<file path="src/source/stamofu_config.svh">
`ifndef STAMOFU_CONFIG_SVH
`define STAMOFU_CONFIG_SVH

// ------------------------------
// address widths
// ------------------------------
`define STAMOFU_VPN_WIDTH 20
`define STAMOFU_PPN_WIDTH 22
// page offset and physical address, both in words
`define STAMOFU_PO_WORD_WIDTH 10
`define STAMOFU_PA_WORD_WIDTH 32

// ------------------------------
// dcache geometry
// ------------------------------
`define STAMOFU_DCACHE_TAG_WIDTH 22
`define STAMOFU_DCACHE_INDEX_WIDTH 6
// bank select bit inside the word address
`define STAMOFU_DCACHE_BANK_BIT 3
`define STAMOFU_DCACHE_OFFSET_WIDTH 5
`define STAMOFU_DCACHE_WAYS 2

// queue and rob sizing
`define STAMOFU_CQ_INDEX_WIDTH 3
`define STAMOFU_ROB_INDEX_WIDTH 7

`define STAMOFU_OP_LR_W 2

`endif

</file>
<file path="src/source/stamofu_pkg.sv">
`include "stamofu_config.svh"

package stamofu_pkg;

    // ------------------------------
    // vector types
    // ------------------------------
    typedef logic [`STAMOFU_VPN_WIDTH-1:0]           vpn_t;
    typedef logic [`STAMOFU_PPN_WIDTH-1:0]           ppn_t;
    typedef logic [`STAMOFU_PO_WORD_WIDTH-1:0]       po_word_t;
    typedef logic [`STAMOFU_PA_WORD_WIDTH-1:0]       pa_word_t;
    typedef logic [`STAMOFU_DCACHE_TAG_WIDTH-1:0]    dcache_tag_t;
    typedef logic [`STAMOFU_DCACHE_INDEX_WIDTH-1:0]  dcache_index_t;
    typedef logic [`STAMOFU_DCACHE_OFFSET_WIDTH-1:0] block_offset_t;
    typedef logic [`STAMOFU_CQ_INDEX_WIDTH-1:0]      cq_index_t;
    typedef logic [`STAMOFU_ROB_INDEX_WIDTH-1:0]     rob_index_t;
    typedef logic [3:0]                              byte_mask_t;
    typedef logic [31:0]                             word_t;
    typedef logic [3:0]                              amo_op_t;

    // ------------------------------
    // request side
    // ------------------------------
    typedef struct packed {
        logic is_store; logic is_amo; logic is_fence; amo_op_t op;
        logic misaligned; logic misaligned_exception;
        vpn_t vpn; po_word_t po_word; byte_mask_t byte_mask;
        word_t write_data; cq_index_t cq_index;
    } stamofu_req_t;

    // pipeline register between REQ and RESP
    typedef struct packed {
        logic valid; logic is_amo; logic is_fence;
        logic misaligned; logic misaligned_exception;
        vpn_t vpn; po_word_t po_word; byte_mask_t byte_mask;
        word_t write_data; cq_index_t cq_index;
        logic exclusive; logic prefetch;
    } resp_stage_t;

    // ------------------------------
    // tlb and dcache
    // ------------------------------
    typedef struct packed { vpn_t vpn; cq_index_t cq_index; } dtlb_req_t;

    typedef struct packed {
        logic hit; ppn_t ppn; logic is_mem; logic page_fault; logic access_fault;
    } dtlb_resp_t;

    typedef struct packed {
        block_offset_t block_offset; dcache_index_t index; cq_index_t cq_index;
    } dcache_req_t;

    typedef struct packed {
        logic [`STAMOFU_DCACHE_WAYS-1:0]        valid_by_way;
        logic [`STAMOFU_DCACHE_WAYS-1:0]        exclusive_by_way;
        dcache_tag_t [`STAMOFU_DCACHE_WAYS-1:0] tag_by_way;
    } dcache_resp_t;

    typedef struct packed {
        logic hit_valid; logic hit_exclusive; logic hit_way;
        logic miss_valid; logic miss_exclusive; dcache_tag_t miss_tag;
    } dcache_fb_t;

    // processing to output side
    typedef struct packed { logic translated; pa_word_t return_pa_word; } resolved_t;

    // ------------------------------
    // central queue, cam, acquire
    // ------------------------------
    typedef struct packed {
        logic mem_aq; logic io_aq; logic mem_rl; logic io_rl; rob_index_t rob_index;
    } cq_grab_t;

    typedef struct packed {
        logic valid; pa_word_t pa_word; byte_mask_t byte_mask;
        word_t write_data; rob_index_t rob_index; cq_index_t cq_index;
    } cam_launch_t;

    typedef struct packed {
        logic valid; cq_index_t cq_index;
        logic dtlb_hit; logic page_fault; logic access_fault; logic is_mem;
        logic mem_aq; logic io_aq; logic mem_rl; logic io_rl;
        logic misaligned; logic misaligned_exception;
        pa_word_t pa_word; byte_mask_t byte_mask; word_t data;
    } cq_ret_t;

    typedef struct packed {
        logic valid; logic mem_aq; logic io_aq; rob_index_t rob_index;
    } aq_update_t;

endpackage

</file>
<file path="src/source/stamofu_req_stage.sv">
`timescale 1ns/1ps

`include "stamofu_config.svh"

module stamofu_req_stage
    import stamofu_pkg::*;
(
    input  logic         CLK,
    input  logic         nRST,

    // central queue issue
    input  logic         req_valid,
    input  stamofu_req_t req,
    output logic         req_ack,

    // dtlb request
    output logic         dtlb_req_valid,
    output dtlb_req_t    dtlb_req,
    input  logic         dtlb_req_ready,

    // dcache prefetch request
    output logic         dcache_req_valid,
    output dcache_req_t  dcache_req,
    input  logic         dcache_req_ready,

    // to RESP stage
    output resp_stage_t  resp_stage
);

    logic is_lr_w;
    logic skip_dtlb;
    logic wants_dcache;

    // ------------------------------
    // accept and request
    // ------------------------------

    assign is_lr_w = req.is_amo & (req.op == amo_op_t'(`STAMOFU_OP_LR_W));

    // fences and misaligned exceptions never translate
    assign skip_dtlb = req.is_fence | req.misaligned_exception;

    // prefetch only stores and LR.W
    assign wants_dcache = ~skip_dtlb & (~req.is_amo | is_lr_w);

    assign req_ack = req_valid & (dtlb_req_ready | skip_dtlb);

    assign dtlb_req_valid = req_ack & ~skip_dtlb;
    assign dtlb_req.vpn = req.vpn;
    assign dtlb_req.cq_index = req.cq_index;

    assign dcache_req_valid = req_ack & wants_dcache;
    // word offset in block, byte bits zero
    assign dcache_req.block_offset = {req.po_word[`STAMOFU_DCACHE_BANK_BIT-1:0], 2'b00};
    // index sits above the bank bit, bank itself is implied
    assign dcache_req.index = req.po_word[`STAMOFU_DCACHE_BANK_BIT+1 +:
        `STAMOFU_DCACHE_INDEX_WIDTH];
    assign dcache_req.cq_index = req.cq_index;

    // ------------------------------
    // REQ to RESP register
    // ------------------------------

    always_ff @(posedge CLK, negedge nRST) begin
        if (~nRST) begin
            resp_stage <= '0;
            resp_stage.exclusive <= 1'b1;
        end else begin
            resp_stage.valid <= req_ack;
            resp_stage.is_amo <= req.is_amo;
            resp_stage.is_fence <= req.is_fence;
            resp_stage.misaligned <= req.misaligned;
            resp_stage.misaligned_exception <= req.misaligned_exception;
            resp_stage.vpn <= req.vpn;
            resp_stage.po_word <= req.po_word;
            resp_stage.byte_mask <= req.byte_mask;
            resp_stage.write_data <= req.write_data;
            resp_stage.cq_index <= req.cq_index;
            // only LR.W may hit a shared line
            resp_stage.exclusive <= ~is_lr_w;
            resp_stage.prefetch <= wants_dcache & dcache_req_ready;
        end
    end

endmodule

</file>
<file path="src/source/stamofu_addr_resolve.sv">
`timescale 1ns/1ps

`include "stamofu_config.svh"

module stamofu_addr_resolve
    import stamofu_pkg::*;
(
    // pipeline register
    input  resp_stage_t  resp_stage,

    // responses one cycle after request
    input  dtlb_resp_t   dtlb_resp,
    input  dcache_resp_t dcache_resp,

    // prefetch feedback to dcache
    output dcache_fb_t   dcache_fb,

    // to output side
    output resolved_t    resolved
);

    localparam int PAD_WIDTH =
        `STAMOFU_PA_WORD_WIDTH - `STAMOFU_VPN_WIDTH - `STAMOFU_PO_WORD_WIDTH;

    pa_word_t                         pa_word;
    dcache_tag_t                      tag;
    logic                             fault;
    logic                             use_vpn;
    logic                             lookup;
    logic [`STAMOFU_DCACHE_WAYS-1:0]  match_by_way;
    logic                             any_match;

    // ------------------------------
    // physical address
    // ------------------------------

    assign pa_word = {dtlb_resp.ppn, resp_stage.po_word};
    assign tag = pa_word[`STAMOFU_PA_WORD_WIDTH-1 -: `STAMOFU_DCACHE_TAG_WIDTH];

    assign fault = dtlb_resp.page_fault | dtlb_resp.access_fault;
    assign resolved.translated = dtlb_resp.hit & ~fault;

    // fence and exception paths hand back the virtual address
    assign use_vpn = resp_stage.is_fence | fault | resp_stage.misaligned_exception;
    assign resolved.return_pa_word = use_vpn ?
        {{PAD_WIDTH{1'b0}}, resp_stage.vpn, resp_stage.po_word} : pa_word;

    // ------------------------------
    // tag compare
    // ------------------------------

    always_comb begin
        for (int w = 0; w < `STAMOFU_DCACHE_WAYS; w++) begin
            match_by_way[w] = dcache_resp.valid_by_way[w]
                & (dcache_resp.tag_by_way[w] == tag)
                & (dcache_resp.exclusive_by_way[w] | ~resp_stage.exclusive);
        end
    end

    assign any_match = |match_by_way;
    assign lookup = resp_stage.valid & resp_stage.prefetch & resolved.translated;

    assign dcache_fb.hit_valid = lookup & any_match;
    assign dcache_fb.hit_exclusive = resp_stage.exclusive;
    // two ways, so the way number is just the way 1 match
    assign dcache_fb.hit_way = match_by_way[1];
    assign dcache_fb.miss_valid = lookup & ~any_match;
    assign dcache_fb.miss_exclusive = resp_stage.exclusive;
    assign dcache_fb.miss_tag = tag;

endmodule

</file>
<file path="src/source/stamofu_result_route.sv">
`timescale 1ns/1ps

module stamofu_result_route
    import stamofu_pkg::*;
(
    input  resp_stage_t resp_stage,
    input  dtlb_resp_t  dtlb_resp,
    input  resolved_t   resolved,

    // central queue info grab, answered same cycle
    output cq_index_t   cq_grab_cq_index,
    input  cq_grab_t    cq_grab,

    // outputs
    output cam_launch_t cam_launch,
    output cq_ret_t     cq_ret,
    output aq_update_t  aq_update
);

    logic amo_known;
    logic mem_keep;
    logic io_keep;

    assign cq_grab_cq_index = resp_stage.cq_index;

    // ------------------------------
    // aq/rl masking
    // ------------------------------

    // AMO with a translation knows mem vs io
    assign amo_known = resp_stage.is_amo & dtlb_resp.hit;
    assign mem_keep = ~amo_known | dtlb_resp.is_mem;
    assign io_keep = ~amo_known | ~dtlb_resp.is_mem;

    // ------------------------------
    // cam launch
    // ------------------------------

    assign cam_launch.valid = resp_stage.valid & resolved.translated
        & ~resp_stage.is_fence & ~resp_stage.misaligned_exception;
    assign cam_launch.pa_word = resolved.return_pa_word;
    assign cam_launch.byte_mask = resp_stage.byte_mask;
    assign cam_launch.write_data = resp_stage.write_data;
    assign cam_launch.rob_index = cq_grab.rob_index;
    assign cam_launch.cq_index = resp_stage.cq_index;

    // central queue return, every valid op
    assign cq_ret.valid = resp_stage.valid;
    assign cq_ret.cq_index = resp_stage.cq_index;
    assign cq_ret.dtlb_hit = dtlb_resp.hit;
    assign cq_ret.page_fault = dtlb_resp.page_fault;
    assign cq_ret.access_fault = dtlb_resp.access_fault;
    assign cq_ret.is_mem = dtlb_resp.is_mem;
    assign cq_ret.mem_aq = cq_grab.mem_aq & mem_keep;
    assign cq_ret.io_aq = cq_grab.io_aq & io_keep;
    assign cq_ret.mem_rl = cq_grab.mem_rl & mem_keep;
    assign cq_ret.io_rl = cq_grab.io_rl & io_keep;
    assign cq_ret.misaligned = resp_stage.misaligned;
    assign cq_ret.misaligned_exception = resp_stage.misaligned_exception;
    assign cq_ret.pa_word = resolved.return_pa_word;
    assign cq_ret.byte_mask = resp_stage.byte_mask;
    assign cq_ret.data = resp_stage.write_data;

    // acquire update
    assign aq_update.valid = resp_stage.valid & amo_known;
    assign aq_update.mem_aq = cq_grab.mem_aq & dtlb_resp.is_mem;
    assign aq_update.io_aq = cq_grab.io_aq & ~dtlb_resp.is_mem;
    assign aq_update.rob_index = cq_grab.rob_index;

endmodule

</file>
<file path="src/source/stamofu_launch_top.sv">
`timescale 1ns/1ps

module stamofu_launch_top
    import stamofu_pkg::*;
(
    input  logic         CLK,
    input  logic         nRST,

    // central queue issue
    input  logic         req_valid,
    input  stamofu_req_t req,
    output logic         req_ack,

    // dtlb
    output logic         dtlb_req_valid,
    output dtlb_req_t    dtlb_req,
    input  logic         dtlb_req_ready,
    input  dtlb_resp_t   dtlb_resp,

    // dcache
    output logic         dcache_req_valid,
    output dcache_req_t  dcache_req,
    input  logic         dcache_req_ready,
    input  dcache_resp_t dcache_resp,
    output dcache_fb_t   dcache_fb,

    // results
    output cam_launch_t  cam_launch,
    output cq_index_t    cq_grab_cq_index,
    input  cq_grab_t     cq_grab,
    output cq_ret_t      cq_ret,
    output aq_update_t   aq_update
);

    resp_stage_t resp_stage;
    resolved_t   resolved;

    stamofu_req_stage u_req_stage (
        .CLK(CLK), .nRST(nRST),
        .req_valid(req_valid), .req(req), .req_ack(req_ack),
        .dtlb_req_valid(dtlb_req_valid), .dtlb_req(dtlb_req), .dtlb_req_ready(dtlb_req_ready),
        .dcache_req_valid(dcache_req_valid), .dcache_req(dcache_req),
        .dcache_req_ready(dcache_req_ready),
        .resp_stage(resp_stage)
    );

    stamofu_addr_resolve u_addr_resolve (
        .resp_stage(resp_stage), .dtlb_resp(dtlb_resp), .dcache_resp(dcache_resp),
        .dcache_fb(dcache_fb), .resolved(resolved)
    );

    stamofu_result_route u_result_route (
        .resp_stage(resp_stage), .dtlb_resp(dtlb_resp), .resolved(resolved),
        .cq_grab_cq_index(cq_grab_cq_index), .cq_grab(cq_grab),
        .cam_launch(cam_launch), .cq_ret(cq_ret), .aq_update(aq_update)
    );

endmodule

</file>
<file path="config.mk">
export PLATFORM = sky130hd
export DESIGN_NAME = stamofu_launch_top
export DESIGN_NICKNAME = d
export VERILOG_FILES = /design/src/source/stamofu_pkg.sv /design/src/source/stamofu_req_stage.sv /design/src/source/stamofu_addr_resolve.sv /design/src/source/stamofu_result_route.sv /design/src/source/stamofu_launch_top.sv
export VERILOG_INCLUDE_DIRS = /design/src /design/src/source
export SDC_FILE = /design/constraint.sdc
export NUM_CORES = 1
export LEC_CHECK = 0
export BUFFER_PORTS_ARGS = -buffer_cell sky130_fd_sc_hd__buf_2
export CORE_AREA = 2 2 159 161
export CTS_CLUSTER_SIZE = 14
export DETAILED_ROUTE_END_ITERATION = 8
export DIE_AREA = 0 0 161 163
export PLACE_DENSITY_LB_ADDON = 0.12
export REMOVE_ABC_BUFFERS = 1
export SYNTH_ARGS = -nofsm -noshare
export SYNTH_HDL_FRONTEND = slang
export SYNTH_HIERARCHICAL = 1
export SYNTH_SLANG_ARGS = --single-unit
</file>
<file path="constraint.sdc">
create_clock -name CLK -period 4.2 [get_ports CLK]
set_clock_uncertainty 0.05 [all_clocks]
set_input_delay 0.21 -clock CLK [delete_from_list [all_inputs] [get_ports CLK]]
set_output_delay 0.21 -clock CLK [all_outputs]
set_load 0.01 [all_outputs]
</file>
# After elaboration in Yosys (flattened, before gate mapping)
# Cells that the tools add are included.
dict set report totals {
  regBits 76
  input_bits 168
  output_inout_bits 241
  word_cells 63
}
dict set report classes {
  eq_ne 3
  mux 1
  bitwise 46
  reduce_logical 1
}
# operator count
set op_table {}
lappend op_table {{equality test 22 bit} 2}
lappend op_table {{2-to-1 mux 32 bit} 1}
lappend op_table {{bitwise AND 1 bit} 26}
lappend op_table {{inverter 1 bit} 10}
lappend op_table {{bitwise OR 1 bit} 10}
lappend op_table {{equality test 4 x 2 -> 1 bit (second input constant)} 1}
lappend op_table {{OR reduction 2 bit} 1}

# Depth between registers and ports, before layout
dict set report logic_depth {
  ltp_word 6
  depth_mapped 5
}

# Modules after synthesis
# The synthesis kept the hierarchy.
# module n_inst cells_per_inst area_each_um2 seq_area_each_um2
set by_module_without_submodules {}
lappend by_module_without_submodules {stamofu_req_stage 1 123 2284.7 1903.1}
lappend by_module_without_submodules {stamofu_result_route 1 177 1313.8 0.0}
lappend by_module_without_submodules {stamofu_addr_resolve 1 127 1087.3 0.0}

# Worst setup path after synthesis
# Ideal clock, no wire load.
dict set report synth_path {
  path_kind {flip-flop to output port}
  startpoint {register u_req_stage/resp_stage[71] (netlist name)}
  endpoint {output cam_launch[58] in the netlist's numbering}
  arrival_time_ps 1381
  required_ps 3940
  setup_slack_ps 2559
  stages_incl_launch_ff 5
  n_path_buf 2
  path_cell_list {dfrtp_1 nor4_4 buf_6 mux2_2 buf_4}
}
# item line_no
set synth_rtl {}
lappend synth_rtl {{end, declared} stamofu_launch_top.sv:28} ;# output cam_launch_t cam_launch,

==> out/metrics.csv <==
stage;metric;value;unit
cells_and_area;biggest regs;u_req_stage/resp_stage: 76 flops;
cts;Resized Gates After CTS;0;
cells_and_area;fill count;2650;
cells_and_area;Post-Layout Inst Area;0.00624;mm2
status;outcome;complete, no violations;
setup_path;CP max-delay cell;dfrtp_1;
sta;count of final setup violators;0;
floorplanning;die height;163;um
synth;yosys warns;6;
cts;clk slew on worst S/H paths;70;ps
job;max-cap viol count;0;
global_route;first-pass GRT wire length;20200;um
setup_path;critical path class;reg2out;
cts;Root Driver;clkbuf_16;
place;DP Worst Slack;2120;ps
floorplanning;area of the core;0.0247;mm2
floorplanning;Starting Density;19.0;%
floorplanning;Ports;409;
floorplanning;# rows;58;
synth;Syn Std Cell Area;0.00469;mm2
cells_and_area;layout cell share with drive strength beyond 1;65.3;%
cells_and_area;max reg flops;76;
cells_and_area;area of the multi-input gates;977;um2
drt;Post-DRT Antenna Nets;0;
global_route;vias in the first global route;3536;
setup_path;CP endpoint kind;output pin;
synth;post-synthesis register bit count;76;
sta;Tmin final;2170;ps
place;# port buffers;384;
global_route;initial antenna violation count;0;
synth;Distinct cells, synth;31;
drt;DR DRC count;0;
floorplanning;Die Area;0.0262;mm2
sta;TNS Setup;0;ps
setup_path;CP Cell Sequence;nor4_4 > buf_4 > mux2_2 > buf_2;
place;Post-DP Area;0.00524;mm2
cells_and_area;Antenna Diode Count;0;
drt;drt first-iter violations;64;
setup_path;Required @ worst endpoint;3940;ps
cts;TritonCTS clock tree;built;
cts;CTS Sinks;76;
pwr;Power, Total;0.00200;W
cells_and_area;commonest non-fill, non-tap cell in the layout;buf_2;
cells_and_area;most frequent cells in the layout;buf_2, dfrtp_1, dlygate4sd3_1;
global_route;grt ovf;0;
sta;Worst slew margin;58.3;%
place;GP Congestion;0.815;
place;hpwl dp;11200;um
setup_path;Arr. time, crit path;1910;ps
drt;vias post-DR;3384;
cts;Max H-tree Level;3;
sta;Worst Max-Slew Pin Slew;625;ps
sta;Hold Fails Final Rpt;0;
pwr;worst vdd ir;0.000150;V
cts;total clock buffers created by CTS;9;
pwr;power density over the cells;320;mW/mm2
cells_and_area;storage element area;0.00190;mm2
setup_path;CP peak stage delay;410;ps
cells_and_area;Final nets;825;
sta;final slew viol count;0;
sta;maximum clock frequency;460;MHz
cells_and_area;Area Growth Syn to Fin;33.2;%
sta;Final period util;51.7;%
cts;maximum buffer depth of the clock tree;2;
worst_hold_path;worst hold path type;in2reg;
sta;final setup margin;2030;ps
drt;DR WL/cell;14.4;um
synth;sequential cell area fraction in the yosys report;40.6;%
global_route;largest net degree at the start of global routing;49;
drt;vias per cell;3.41;
synth;Syn Inst Count;427;
drt;drt first pass iters;4;
sta;RSZ-0062 raised after global routing;false;
setup_path;Critical Path Fanout Max;22;
floorplanning;Die X;161;um
drt;Routed WL;14200;um
global_route;overall routing resource usage;10.3;%
synth;Avg Inst Size Synth;11.0;um2
pwr;P_leak;3.12;nW
cells_and_area;Top reg by flops;u_req_stage/resp_stage;
setup_path;critical path launch point type;flip-flop;
[power breakdown]
part           switching [W]  internal [W]  leakage [nW]
logic               0.000210      0.000216          2.09
clock network       0.000371      0.000416         0.140
registers          0.0000187      0.000768         0.887
total               0.000599       0.00140          3.12
[metrics by stage]
stage	instances	util, %	hold slack, ps
after floorplan	189	-	-136
after global placement	905	21.2	113
after CTS	992	25.3	0.301
after global routing	992	25.3	5.49
after detailed placement	905	21.2	114
final	992	25.3	19.8
[synthesized netlist by cell type]
cell type	number	area (um2)
or4b_4	1	13.8
nand4_1	8	50.1
and2b_2	1	8.76
or2_1	1	6.26
a2111oi_4	2	55.1
and2_2	2	15.0
dfstp_2	1	26.3
xnor2_1	40	350
a22oi_1	1	7.51
nand3_1	6	30.0
buf_6	2	22.5
and2_1	4	25.0
conb_1	1	3.75
buf_4	237	1780
a211oi_1	1	7.51
nor3b_1	1	7.51
inv_1	2	7.51
xor2_1	4	35.0
o31a_1	1	8.76
nand2b_1	2	12.5
nor2_1	1	3.75
nand2_1	3	11.3
dfrtp_1	75	1880
o21a_1	2	15.0
nor4_2	3	37.5
nor3_1	2	10.0
nor4_4	1	21.3
mux2_1	1	11.3
mux2_2	19	214
and3_1	1	6.26
nor4_1	1	6.26
[area by class of cell]
| class | instances | area share (%) |
|---|---|---|
| flip-flops and latches | 76 | 30.5 |
| clock inverters | 7 | 1.04 |
| multi-input cells | 111 | 15.7 |
| inverters | 2 | 0.120 |
| clock buffers | 9 | 3.61 |
| well taps | 330 | 6.62 |
| repair buffers | 457 | 42.5 |
[path summary, 6_finish.rpt]
path | from | endpoint | slack (ps) | cells past startpoint
min in group asynchronous | nRST | u_req_stage/resp_stage[53] | 270 | 2
worst min-delay path | req[76] | u_req_stage/resp_stage[74] | 20 | 1
worst max-delay path | u_req_stage/resp_stage[71] | cq_ret[63] | 2030 | 4
max in group asynchronous | nRST | u_req_stage/resp_stage[12] | 2820 | 3
[cells by family after synthesis]
kind of cell	share of synthesized area, %
buf+inv	38.6
xor+xnor	8.22
mux	4.81
other cells	0.0800
flops	40.6
compound gates	2.00
simple gates	5.66
[per-layer routing]
layer	vias up	wire length, um	global-route usage, %	part of all wire [%]
met5	-	0	0	0
met4	0	170	3.29	1.2
met3	9	973	2.75	6.8
met2	197	7980	19.9	56
met1	1598	5120	10.9	36
li1	1580	-	-	-
[worst max-delay path, delay by kind of cell (launching register included)]
family / cells / cell delay, ps
DFF: 1 / 410
and+or+nand+nor: 1 / 210
buffers and inverters: 2 / 510
muxes: 1 / 410
[what timing repair did]
item                                   in CTS  in global routing
endpoints found under the hold margin      97                  0
setup buffers                               0                  0
setup endpoints to repair                   0                  0
hold buffers                               71                  0
Note: power is estimated with default switching activity, not from simulation.
